===== config.mk =====
export PLATFORM = sky130hd
export DESIGN_NAME = cam_fifo_top
export DESIGN_NICKNAME = d
export VERILOG_FILES = /design/src/cam_pkg.sv /design/src/pixel_packer.sv /design/src/word_fifo.sv /design/src/fifo_bank.sv /design/src/wb_regs.sv /design/src/cam_fifo_top.sv
export SDC_FILE = /design/constraint.sdc
export NUM_CORES = 1
export LEC_CHECK = 0
export ABC_CLOCK_PERIOD_IN_PS = 5100
export BUFFER_PORTS_ARGS = -buffer_cell sky130_fd_sc_hd__buf_2
export CELL_PAD_IN_SITES_DETAIL_PLACEMENT = 1
export CELL_PAD_IN_SITES_GLOBAL_PLACEMENT = 1
export CORE_ASPECT_RATIO = 0.75
export CORE_UTILIZATION = 35
export DETAILED_ROUTE_END_ITERATION = 6
export MAX_ROUTING_LAYER = met4
export PLACE_DENSITY = 0.64
export SKIP_LAST_GASP = 1
export SYNTH_ARGS = -nofsm -noshare
export SYNTH_HDL_FRONTEND = slang
export SYNTH_HIERARCHICAL = 1
export SYNTH_SLANG_ARGS = --single-unit

===== constraint.sdc =====
create_clock -name PCLKI -period 5.1 [get_ports PCLKI]
set_clock_uncertainty 0.15 [all_clocks]
set_input_delay 1.02 -clock PCLKI [delete_from_list [all_inputs] [get_ports PCLKI]]
set_output_delay 1.02 -clock PCLKI [all_outputs]
set_load 0.05 [all_outputs]

===== src/cam_pkg.sv =====
// Camera capture package
// Bus and FIFO widths, register map and fixed register values
// shared by the packer, the FIFO bank and the register bank

package cam_pkg;

    // ------------------------------------------------------------
    // Widths
    // ------------------------------------------------------------
    localparam int ADDR_W = 9;          // Room for 512 bus addresses
    localparam int DATA_W = 32;
    localparam int PIX_W  = 8;          // One camera byte
    localparam int GPIO_W = 8;

    // ------------------------------------------------------------
    // FIFO sizing
    // ------------------------------------------------------------
    localparam int FIFO_DEPTH = 16;
    localparam int CNT_W      = 5;      // Holds 0 up to FIFO_DEPTH
    localparam int NUM_FIFO   = 3;

    // Steering counter covers all three FIFOs in turn
    localparam int STEER_W = $clog2(NUM_FIFO * FIFO_DEPTH);
    localparam logic [STEER_W-1:0] STEER_LAST = STEER_W'(NUM_FIFO * FIFO_DEPTH - 1);

    // ------------------------------------------------------------
    // Register map
    // ------------------------------------------------------------
    localparam logic [ADDR_W-1:0] ADR_DEV_ID   = 9'h000;
    localparam logic [ADDR_W-1:0] ADR_REV      = 9'h001;
    localparam logic [ADDR_W-1:0] ADR_GPIO_IN  = 9'h002;
    localparam logic [ADDR_W-1:0] ADR_GPIO_OUT = 9'h003;
    localparam logic [ADDR_W-1:0] ADR_GPIO_OE  = 9'h004;

    // Access address pops one word, flag address is read only
    localparam logic [ADDR_W-1:0] ADR_FIFO1_ACC  = 9'h040;
    localparam logic [ADDR_W-1:0] ADR_FIFO1_FLAG = 9'h041;
    localparam logic [ADDR_W-1:0] ADR_FIFO2_ACC  = 9'h080;
    localparam logic [ADDR_W-1:0] ADR_FIFO2_FLAG = 9'h081;
    localparam logic [ADDR_W-1:0] ADR_FIFO3_ACC  = 9'h100;
    localparam logic [ADDR_W-1:0] ADR_FIFO3_FLAG = 9'h101;

    // ------------------------------------------------------------
    // Fixed register values
    // ------------------------------------------------------------
    localparam logic [DATA_W-1:0] DEVICE_ID     = 32'hF1F0_7E57;
    localparam logic [15:0]       REV_NUM       = 16'h0100;
    localparam logic [DATA_W-1:0] DEF_REG_VALUE = 32'hFABD_EFAC;  // Unmapped reads

    // Flag word layout, count sits in bits 4 to 0
    localparam int FLAG_EMPTY_BIT = 8;
    localparam int FLAG_FULL_BIT  = 9;
    localparam int FLAG_OVF_BIT   = 10;

endpackage


===== src/pixel_packer.sv =====
// Camera byte packer
// Collects bytes qualified by vsync and href into 32-bit words,
// first byte in the low lane, and strobes each finished word

`timescale 1ns/1ps

module pixel_packer (
    input  logic                        clk_i,
    input  logic                        rst_i,
    input  logic [cam_pkg::PIX_W-1:0]   cam_data_i,
    input  logic                        vsync_i,
    input  logic                        href_i,
    output logic [cam_pkg::DATA_W-1:0]  word_o,
    output logic                        word_valid_o
);

    logic [1:0]                   lane_q;     // Byte lane of the next byte
    logic [cam_pkg::DATA_W-1:0]   shift_q;
    logic                         byte_ok;

    assign byte_ok = vsync_i & href_i;

    // ------------------------------------------------------------
    // Lane state and word strobe
    // ------------------------------------------------------------
    always_ff @(posedge clk_i or posedge rst_i)
    begin
        if (rst_i)
        begin
            lane_q       <= 2'd0;
            word_valid_o <= 1'b0;
        end
        else
        begin
            word_valid_o <= 1'b0;
            if (!vsync_i)
            begin
                lane_q <= 2'd0;                 // Frame gap drops a partial word
            end
            else if (byte_ok)
            begin
                lane_q <= lane_q + 2'd1;        // Wraps after the fourth byte
                if (lane_q == 2'd3)
                    word_valid_o <= 1'b1;
            end
        end
    end

    // ------------------------------------------------------------
    // Byte shifter
    // ------------------------------------------------------------
    // New bytes enter at the top, so the first byte of a word
    // has moved down to bits 7 to 0 once the fourth one arrives
    always_ff @(posedge clk_i)
    begin
        if (byte_ok)
        begin
            shift_q <= {cam_data_i, shift_q[cam_pkg::DATA_W-1:cam_pkg::PIX_W]};
            if (lane_q == 2'd3)
                word_o <= {cam_data_i, shift_q[cam_pkg::DATA_W-1:cam_pkg::PIX_W]};
        end
    end

endmodule


===== src/word_fifo.sv =====
// Synchronous word FIFO
// FIFO_DEPTH entries with occupancy count, empty and full flags,
// and an overflow flag that holds until reset

`timescale 1ns/1ps

module word_fifo (
    input  logic                        clk_i,
    input  logic                        rst_i,
    input  logic                        push_i,
    input  logic [cam_pkg::DATA_W-1:0]  data_i,
    input  logic                        pop_i,
    output logic [cam_pkg::DATA_W-1:0]  head_o,
    output logic [cam_pkg::CNT_W-1:0]   count_o,
    output logic                        empty_o,
    output logic                        full_o,
    output logic                        ovf_o
);

    logic [cam_pkg::DATA_W-1:0]   mem_q [cam_pkg::FIFO_DEPTH];
    logic [cam_pkg::CNT_W-2:0]    wr_ptr_q;   // Wraps at FIFO_DEPTH
    logic [cam_pkg::CNT_W-2:0]    rd_ptr_q;
    logic [cam_pkg::CNT_W-1:0]    count_q;
    logic                         ovf_q;
    logic                         push_ok;
    logic                         pop_ok;

    // Depth is a power of two, count MSB alone means full
    assign full_o  = count_q[cam_pkg::CNT_W-1];
    assign empty_o = (count_q == '0);

    assign push_ok = push_i & ~full_o;
    assign pop_ok  = pop_i & ~empty_o;

    // ------------------------------------------------------------
    // Pointers, count and overflow
    // ------------------------------------------------------------
    always_ff @(posedge clk_i or posedge rst_i)
    begin
        if (rst_i)
        begin
            wr_ptr_q <= '0;
            rd_ptr_q <= '0;
            count_q  <= '0;
            ovf_q    <= 1'b0;
        end
        else
        begin
            if (push_ok)
                wr_ptr_q <= wr_ptr_q + 1'b1;
            if (pop_ok)
                rd_ptr_q <= rd_ptr_q + 1'b1;

            case ({push_ok, pop_ok})
                2'b10:   count_q <= count_q + 1'b1;
                2'b01:   count_q <= count_q - 1'b1;
                default: count_q <= count_q;    // Idle or both at once
            endcase

            if (push_i && full_o)
                ovf_q <= 1'b1;                  // Word lost
        end
    end

    // Storage
    always_ff @(posedge clk_i)
    begin
        if (push_ok)
            mem_q[wr_ptr_q] <= data_i;
    end

    assign head_o  = empty_o ? '0 : mem_q[rd_ptr_q];   // Oldest word
    assign count_o = count_q;
    assign ovf_o   = ovf_q;

endmodule


===== src/fifo_bank.sv =====
// Three-FIFO capture bank
// Steers packed words into the FIFOs in blocks of FIFO_DEPTH words,
// wrapping back to the first, and passes bus pops to each FIFO

`timescale 1ns/1ps

module fifo_bank (
    input  logic                                                clk_i,
    input  logic                                                rst_i,
    input  logic [cam_pkg::DATA_W-1:0]                          word_i,
    input  logic                                                word_valid_i,
    input  logic [cam_pkg::NUM_FIFO-1:0]                        pop_i,
    output logic [cam_pkg::NUM_FIFO-1:0][cam_pkg::DATA_W-1:0]   head_o,
    output logic [cam_pkg::NUM_FIFO-1:0][cam_pkg::CNT_W-1:0]    count_o,
    output logic [cam_pkg::NUM_FIFO-1:0]                        empty_o,
    output logic [cam_pkg::NUM_FIFO-1:0]                        full_o,
    output logic [cam_pkg::NUM_FIFO-1:0]                        ovf_o
);

    logic [cam_pkg::STEER_W-1:0]              steer_q;
    logic [cam_pkg::STEER_W-cam_pkg::CNT_W:0] sel;     // Target FIFO index
    logic [cam_pkg::NUM_FIFO-1:0]             push;

    // ------------------------------------------------------------
    // Steering counter
    // ------------------------------------------------------------
    // Advances on every word, stored or dropped
    always_ff @(posedge clk_i or posedge rst_i)
    begin
        if (rst_i)
        begin
            steer_q <= '0;
        end
        else if (word_valid_i)
        begin
            if (steer_q == cam_pkg::STEER_LAST)
                steer_q <= '0;
            else
                steer_q <= steer_q + 1'b1;
        end
    end

    // Upper counter bits count whole FIFO blocks
    assign sel = steer_q[cam_pkg::STEER_W-1:cam_pkg::CNT_W-1];

    always_comb
    begin
        push = '0;
        if (word_valid_i)
            push[sel] = 1'b1;
    end

    // ------------------------------------------------------------
    // FIFO instances
    // ------------------------------------------------------------
    for (genvar i = 0; i < cam_pkg::NUM_FIFO; i++)
    begin : g_fifo
        word_fifo i_word_fifo (
            .clk_i   (clk_i),
            .rst_i   (rst_i),
            .push_i  (push[i]),
            .data_i  (word_i),
            .pop_i   (pop_i[i]),        // Bus pop goes straight through
            .head_o  (head_o[i]),
            .count_o (count_o[i]),
            .empty_o (empty_o[i]),
            .full_o  (full_o[i]),
            .ovf_o   (ovf_o[i])
        );
    end

endmodule


===== src/wb_regs.sv =====
// Wishbone register bank
// Single-cycle acknowledge, GPIO output and enable registers,
// FIFO pop requests and the combinational read multiplexer

`timescale 1ns/1ps

module wb_regs (
    input  logic                                                clk_i,
    input  logic                                                rst_i,
    input  logic [cam_pkg::ADDR_W-1:0]                          wbs_adr_i,
    input  logic                                                wbs_cyc_i,
    input  logic                                                wbs_stb_i,
    input  logic                                                wbs_we_i,
    input  logic [3:0]                                          wbs_byte_stb_i,
    input  logic [cam_pkg::DATA_W-1:0]                          wbs_dat_i,
    output logic [cam_pkg::DATA_W-1:0]                          wbs_dat_o,
    output logic                                                wbs_ack_o,
    input  logic [cam_pkg::GPIO_W-1:0]                          gpio_in_i,
    output logic [cam_pkg::GPIO_W-1:0]                          gpio_out_o,
    output logic [cam_pkg::GPIO_W-1:0]                          gpio_oe_o,
    input  logic [cam_pkg::NUM_FIFO-1:0][cam_pkg::DATA_W-1:0]   head_i,
    input  logic [cam_pkg::NUM_FIFO-1:0][cam_pkg::CNT_W-1:0]    count_i,
    input  logic [cam_pkg::NUM_FIFO-1:0]                        empty_i,
    input  logic [cam_pkg::NUM_FIFO-1:0]                        full_i,
    input  logic [cam_pkg::NUM_FIFO-1:0]                        ovf_i,
    output logic [cam_pkg::NUM_FIFO-1:0]                        pop_o,
    output logic [cam_pkg::DATA_W-1:0]                          device_id_o
);

    logic                         ack_nxt;
    logic                         wr_stb;     // First cycle of a write
    logic                         rd_stb;     // First cycle of a read
    logic [cam_pkg::NUM_FIFO-1:0] acc_hit;

    // Packs count and status bits of one FIFO
    function automatic logic [cam_pkg::DATA_W-1:0] flag_word(
        input logic [cam_pkg::CNT_W-1:0] cnt,
        input logic                      emp,
        input logic                      ful,
        input logic                      ovf
    );
        logic [cam_pkg::DATA_W-1:0] w;
        w = '0;
        w[cam_pkg::CNT_W-1:0]      = cnt;
        w[cam_pkg::FLAG_EMPTY_BIT] = emp;
        w[cam_pkg::FLAG_FULL_BIT]  = ful;
        w[cam_pkg::FLAG_OVF_BIT]   = ovf;
        return w;
    endfunction

    // ------------------------------------------------------------
    // Decode
    // ------------------------------------------------------------
    assign ack_nxt = wbs_cyc_i & wbs_stb_i & ~wbs_ack_o;    // One ack per access
    assign wr_stb  = ack_nxt & wbs_we_i;
    assign rd_stb  = ack_nxt & ~wbs_we_i;

    assign acc_hit[0] = (wbs_adr_i == cam_pkg::ADR_FIFO1_ACC);
    assign acc_hit[1] = (wbs_adr_i == cam_pkg::ADR_FIFO2_ACC);
    assign acc_hit[2] = (wbs_adr_i == cam_pkg::ADR_FIFO3_ACC);

    // ------------------------------------------------------------
    // Ack, GPIO registers and pops
    // ------------------------------------------------------------
    always_ff @(posedge clk_i or posedge rst_i)
    begin
        if (rst_i)
        begin
            wbs_ack_o  <= 1'b0;
            gpio_out_o <= '0;
            gpio_oe_o  <= '0;
            pop_o      <= '0;
        end
        else
        begin
            wbs_ack_o <= ack_nxt;

            if (wr_stb && wbs_byte_stb_i[0])
            begin
                if (wbs_adr_i == cam_pkg::ADR_GPIO_OUT)
                    gpio_out_o <= wbs_dat_i[cam_pkg::GPIO_W-1:0];
                if (wbs_adr_i == cam_pkg::ADR_GPIO_OE)
                    gpio_oe_o <= wbs_dat_i[cam_pkg::GPIO_W-1:0];
            end

            // High during the ack cycle, the word leaves at its end
            pop_o <= acc_hit & ~empty_i & {cam_pkg::NUM_FIFO{rd_stb}};
        end
    end

    // ------------------------------------------------------------
    // Read multiplexer
    // ------------------------------------------------------------
    always_comb
    begin
        case (wbs_adr_i)
            cam_pkg::ADR_DEV_ID:     wbs_dat_o = cam_pkg::DEVICE_ID;
            cam_pkg::ADR_REV:        wbs_dat_o = {16'h0, cam_pkg::REV_NUM};
            cam_pkg::ADR_GPIO_IN:
                wbs_dat_o = {{(cam_pkg::DATA_W - cam_pkg::GPIO_W){1'b0}}, gpio_in_i};
            cam_pkg::ADR_GPIO_OUT:
                wbs_dat_o = {{(cam_pkg::DATA_W - cam_pkg::GPIO_W){1'b0}}, gpio_out_o};
            cam_pkg::ADR_GPIO_OE:
                wbs_dat_o = {{(cam_pkg::DATA_W - cam_pkg::GPIO_W){1'b0}}, gpio_oe_o};
            cam_pkg::ADR_FIFO1_ACC:  wbs_dat_o = head_i[0];     // Zero when empty
            cam_pkg::ADR_FIFO1_FLAG:
                wbs_dat_o = flag_word(count_i[0], empty_i[0], full_i[0], ovf_i[0]);
            cam_pkg::ADR_FIFO2_ACC:  wbs_dat_o = head_i[1];
            cam_pkg::ADR_FIFO2_FLAG:
                wbs_dat_o = flag_word(count_i[1], empty_i[1], full_i[1], ovf_i[1]);
            cam_pkg::ADR_FIFO3_ACC:  wbs_dat_o = head_i[2];
            cam_pkg::ADR_FIFO3_FLAG:
                wbs_dat_o = flag_word(count_i[2], empty_i[2], full_i[2], ovf_i[2]);
            default:                 wbs_dat_o = cam_pkg::DEF_REG_VALUE;
        endcase
    end

    assign device_id_o = cam_pkg::DEVICE_ID;

endmodule


===== src/cam_fifo_top.sv =====
// Camera capture top level
// Camera byte packer feeding a three-FIFO bank, read out through
// the Wishbone register bank, all on the pixel clock

`timescale 1ns/1ps

module cam_fifo_top (
    input  logic                        PCLKI,
    input  logic                        WBs_RST_i,
    // Wishbone
    input  logic [cam_pkg::ADDR_W-1:0]  wbs_adr_i,
    input  logic                        wbs_cyc_i,
    input  logic                        wbs_stb_i,
    input  logic                        wbs_we_i,
    input  logic [3:0]                  wbs_byte_stb_i,
    input  logic [cam_pkg::DATA_W-1:0]  wbs_dat_i,
    output logic [cam_pkg::DATA_W-1:0]  wbs_dat_o,
    output logic                        wbs_ack_o,
    // Camera
    input  logic [cam_pkg::PIX_W-1:0]   cam_data_i,
    input  logic                        vsync_i,
    input  logic                        href_i,
    // GPIO and ID
    input  logic [cam_pkg::GPIO_W-1:0]  gpio_in_i,
    output logic [cam_pkg::GPIO_W-1:0]  gpio_out_o,
    output logic [cam_pkg::GPIO_W-1:0]  gpio_oe_o,
    output logic [cam_pkg::DATA_W-1:0]  device_id_o
);

    logic [cam_pkg::DATA_W-1:0]                         word;
    logic                                               word_valid;
    logic [cam_pkg::NUM_FIFO-1:0][cam_pkg::DATA_W-1:0]  head;
    logic [cam_pkg::NUM_FIFO-1:0][cam_pkg::CNT_W-1:0]   count;
    logic [cam_pkg::NUM_FIFO-1:0]                       empty;
    logic [cam_pkg::NUM_FIFO-1:0]                       full;
    logic [cam_pkg::NUM_FIFO-1:0]                       ovf;
    logic [cam_pkg::NUM_FIFO-1:0]                       pop;

    pixel_packer i_pixel_packer (
        .clk_i        (PCLKI),
        .rst_i        (WBs_RST_i),
        .cam_data_i   (cam_data_i),
        .vsync_i      (vsync_i),
        .href_i       (href_i),
        .word_o       (word),
        .word_valid_o (word_valid)
    );

    fifo_bank i_fifo_bank (
        .clk_i        (PCLKI),
        .rst_i        (WBs_RST_i),
        .word_i       (word),
        .word_valid_i (word_valid),
        .pop_i        (pop),
        .head_o       (head),
        .count_o      (count),
        .empty_o      (empty),
        .full_o       (full),
        .ovf_o        (ovf)
    );

    wb_regs i_wb_regs (
        .clk_i          (PCLKI),
        .rst_i          (WBs_RST_i),
        .wbs_adr_i      (wbs_adr_i),
        .wbs_cyc_i      (wbs_cyc_i),
        .wbs_stb_i      (wbs_stb_i),
        .wbs_we_i       (wbs_we_i),
        .wbs_byte_stb_i (wbs_byte_stb_i),
        .wbs_dat_i      (wbs_dat_i),
        .wbs_dat_o      (wbs_dat_o),
        .wbs_ack_o      (wbs_ack_o),
        .gpio_in_i      (gpio_in_i),
        .gpio_out_o     (gpio_out_o),
        .gpio_oe_o      (gpio_oe_o),
        .head_i         (head),
        .count_i        (count),
        .empty_i        (empty),
        .full_i         (full),
        .ovf_i          (ovf),
        .pop_o          (pop),
        .device_id_o    (device_id_o)
    );

endmodule


==> results.txt <==
Vias per cell: 5.49
Fin util: 41.5%
Synth Area per Inst: 21.5 sq um
Layout area overhead: 17.6%
CTS buffer count: 161
Clk network pwr share: 43.3%
Chip width: 503 um
Actual slew at the worst max-slew pin: 0.997 ns
R2R Setup Slk: 1.09 ns
First-pass GRT wire length: 255000 um
Total global-route track usage: 19.6%
Critical path startpoint category: flop
Max-cap violations: 0
Final Setup Violations: 8
Pin count of the biggest net entering global routing: 49
Ranking of synthesized cells by area: edfxtp_1 (73%), mux4_2 (13%), dfrtp_1 (2.7%)
GPL Wtd Cong: 0.828
Max Fclk: 0.188 GHz
Drt pass-1 iters: 7
Failing checks: DRC, setup timing
Non-filler cells, final: 6056
Die height: 377 um
Nets: 3517
Power per Cell Area: 354 nW/um^2
DRC viols: 1
Maximum vdd drop: 341 uV
Worst Path Arrival: 4.14 ns
CP Cell Sequence: or4_4, or2_4, inv_8, nor3b_4, buf_6, buf_8, a221o_2, a222oi_1, nand2_1, buf_6, buf_12
Ant diodes: 0
Reg clk slew, reported paths: 0.06 ns
Switching portion of total power: 20.9%
Total congestion overflow: 0
Period utilization: 104%
Final hold violations: 0
Site Rows: 137
Clk_lat worst skew: 0.80 ns
Buf/Inv on CP: 5
Clk buf depth: 3
Sequential element share of the synthesized area: 75.4%
Critical path capture point type: output pin
Total I/O pin count: 149
H-tree levels: 4
Crit path max-delay family: compound AO/OA/AOI/OAI gates
Iteration-0 DRC Markers: 3826
PortBufs: 89
Psw: 5.72 mW
Slew HR: 33.5%
Gate power share: 2.5%
CP Class: reg -> out
Routed wire per std cell: 30.0 um
Pins Over Slew Limit: 0
DP Wirelength: 106000 um
Critical Path Max Stage Delay: 0.75 ns
Vias in the first global route: 33400
Reg power frac: 54.1%
Asr flop ratio synth: 4.27%
Total wire length: 182000 um
Tightest Hold Check Type: in -> async
Share of layout cells above drive strength 1: 35.0%
Full die area: 190000 sq um
Cell Int Power: 21.6 mW
Post-cts hold buffer count: 0
Crit Path Max Fanout: 4
Fin crit period: 5.31 ns
Status: complete, but fails checks
Yosys cell types: 78
Core Box Area: 186000 sq um
Leak: 24.4 nW
CP required: 3.93 ns
Synth Flop Type: edfxtp_1
Leading area contributor after synthesis: edfxtp_1
Initial Utilization: 35.3%
Dpl cells: 5677
Antenna Nets Post-Route: 0
Synth warn: 6
Final worst-path setup slack: -0.209 ns
RSZ-0062 raised after global routing: true
CP most frequent cell: buf_6
Initial antenna violation count: 5
Vias: 33237
CTS tree: yes
Synth top area share: 72.7%
Mapped Cells: 3056
Number of synthesized flops with an enable pin: 1592
Post-Synthesis Cell Area: 65800 sq um
Yosys reg bits: 1663
Sink Count: 1663
CTS root buffer: clkbuf_16
CP max stage cell: a222oi_1
cells in the final DEF (no fill, tap or decap), drive strengths merged, types with 7 or more instances in the layout:
| cell | n |
|---|---|
| a31oi | 8 |
| nor3 | 24 |
| clkinvlp | 7 |
| and3 | 10 |
| inv | 40 |
| xor2 | 16 |
| nor3b | 16 |
| mux2i | 14 |
| nand4 | 12 |
| buf | 372 |
| nand3 | 23 |
| conb | 32 |
| nor2 | 60 |
| o21ai | 14 |
| nand2b | 12 |
| a222oi | 17 |
| mux4 | 384 |
| clkinv | 66 |
| a221o | 102 |
| or4 | 7 |
| nand2 | 64 |
| bufinv | 14 |
| dfrtp | 71 |
| xnor2 | 20 |
| clkbuf | 203 |
| o211ai | 11 |
| a21oi | 13 |
| mux2 | 123 |
| ha | 29 |
| nor2b | 78 |
| edfxtp | 1592 |
| and2b | 24 |
path summary, 6_finish.rpt:
path | from | end | cells past startpoint
min | WBs_RST_i | i_fifo_bank/steer_q[1] | 2
max reg2reg | i_pixel_packer/word_valid_o | i_fifo_bank/g_fifo[1].i_word_fifo/mem_q[10][24] | 5
max in group asynchronous | WBs_RST_i | i_wb_regs/gpio_out_o[7] | 2
min in group PCLKI | i_pixel_packer/shift_q[15] | i_pixel_packer/word_o[7] | 0
min reg2reg | i_pixel_packer/shift_q[15] | i_pixel_packer/word_o[7] | 0
max | i_fifo_bank/g_fifo[0].i_word_fifo/count_o[0] | wbs_dat_o[31] | 11
registers in the layout, summed over array words and instances (netlist names), 2 cells and up:
name,count
i_fifo_bank/g_fifo.i_word_fifo/count_o,15
i_fifo_bank/g_fifo.i_word_fifo/mem_q,1536
i_fifo_bank/g_fifo.i_word_fifo/ovf_o,3
i_fifo_bank/g_fifo.i_word_fifo/rd_ptr_q,12
i_fifo_bank/g_fifo.i_word_fifo/wr_ptr_q,12
i_fifo_bank/steer_q,6
i_pixel_packer/lane_q,2
i_pixel_packer/shift_q,24
i_pixel_packer/word_o,32
i_wb_regs/gpio_oe_o,8
i_wb_regs/gpio_out_o,8
i_wb_regs/pop_o,3
timing repair:
action,4_1_cts,5_1_grt
pin swaps,29,45
resized for setup,77,41
gates cloned,8,2
endpoints found under the setup margin,31,28
setup buffers,64,14
per-stage QoR:
step	TNS (ns)	hold slack, ns	power, mW	setup WS [ns]	area (sq um)
floorplan	0	0.250	15.4	0.895	65900
global placement	0	0.251	15.6	0.408	70900
detailed placement	0	0.259	15.7	0.386	70900
CTS	-1.13	0.120	27.6	-0.169	77200
global route	-1.91	0.128	28.0	-0.295	77400
finish	-0.798	0.154	27.4	-0.209	77400
synthesized netlist by cell type (4+ instances only):
cell	number
edfxtp_1	1592
mux4_2	384
mux2_2	119
a221o_1	96
nor2b_1	78
dfrtp_1	71
nand2_1	62
buf_2	55
nor2_1	55
clkbuf_1	44
buf_4	38
buf_6	37
buf_1	31
ha_1	29
inv_1	28
and2b_1	24
nand3_1	23
nor3_1	20
xnor2_1	20
a222oi_1	17
xor2_1	16
mux2i_1	14
o21ai_0	14
a21oi_1	13
nor3b_1	13
nand2b_1	12
nand4_1	12
a31oi_1	8
o211ai_1	8
and3_1	7
a221o_2	6
nand3b_1	6
nor4_1	6
o31ai_1	5
a22oi_1	4
and3b_2	4
and4_1	4
or4_4	4
metal layers:
metal / up-vias / GRT usage, % / routed length, um
met5: - / - / 0
met4: 0 / 3.67 / 2900
met3: 201 / 3.89 / 16200
met2: 1452 / 27.5 / 79000
met1: 18141 / 29.4 / 83600
li1: 13443 / - / -
final cells by class:
cell class	count	area, sq um
fillers	17517	109000
flip-flops and latches	1663	49600
multi-input cells	1186	15400
clock buffers	201	4210
repair buffers	377	3890
well taps	2502	3130
clock inverters	96	967
inverters	31	141
power by group through the flow:
stage | Clock, mW | Combinational (mW) | Sequential (mW)
after floorplan | 0 | 0.321 | 15.1
after global placement | 0 | 0.540 | 15.1
after detailed placement | 0 | 0.549 | 15.1
after CTS | 12.1 | 0.671 | 14.8
after global routing | 12.5 | 0.708 | 14.8
final | 11.9 | 0.688 | 14.8
cell families (layout without fill, tap and decap cells):
| group | count (synthesis) | count (layout) | synth area share, % |
|---|---|---|---|
| adders and majority gates | 29 | 29 | 0.551 |
| other | 2 | 32 | 0.0114 |
| and+or+nand+nor | 367 | 369 | 3.30 |
| buffers and inverters | 239 | 705 | 2.15 |
| muxes | 521 | 521 | 15.5 |
| xor gates and xnor gates | 36 | 36 | 0.479 |
| AOI/OAI and AO/OA | 199 | 199 | 2.69 |
| DFF | 1663 | 1663 | 75.4 |
Power figures use the tool's default switching activity.
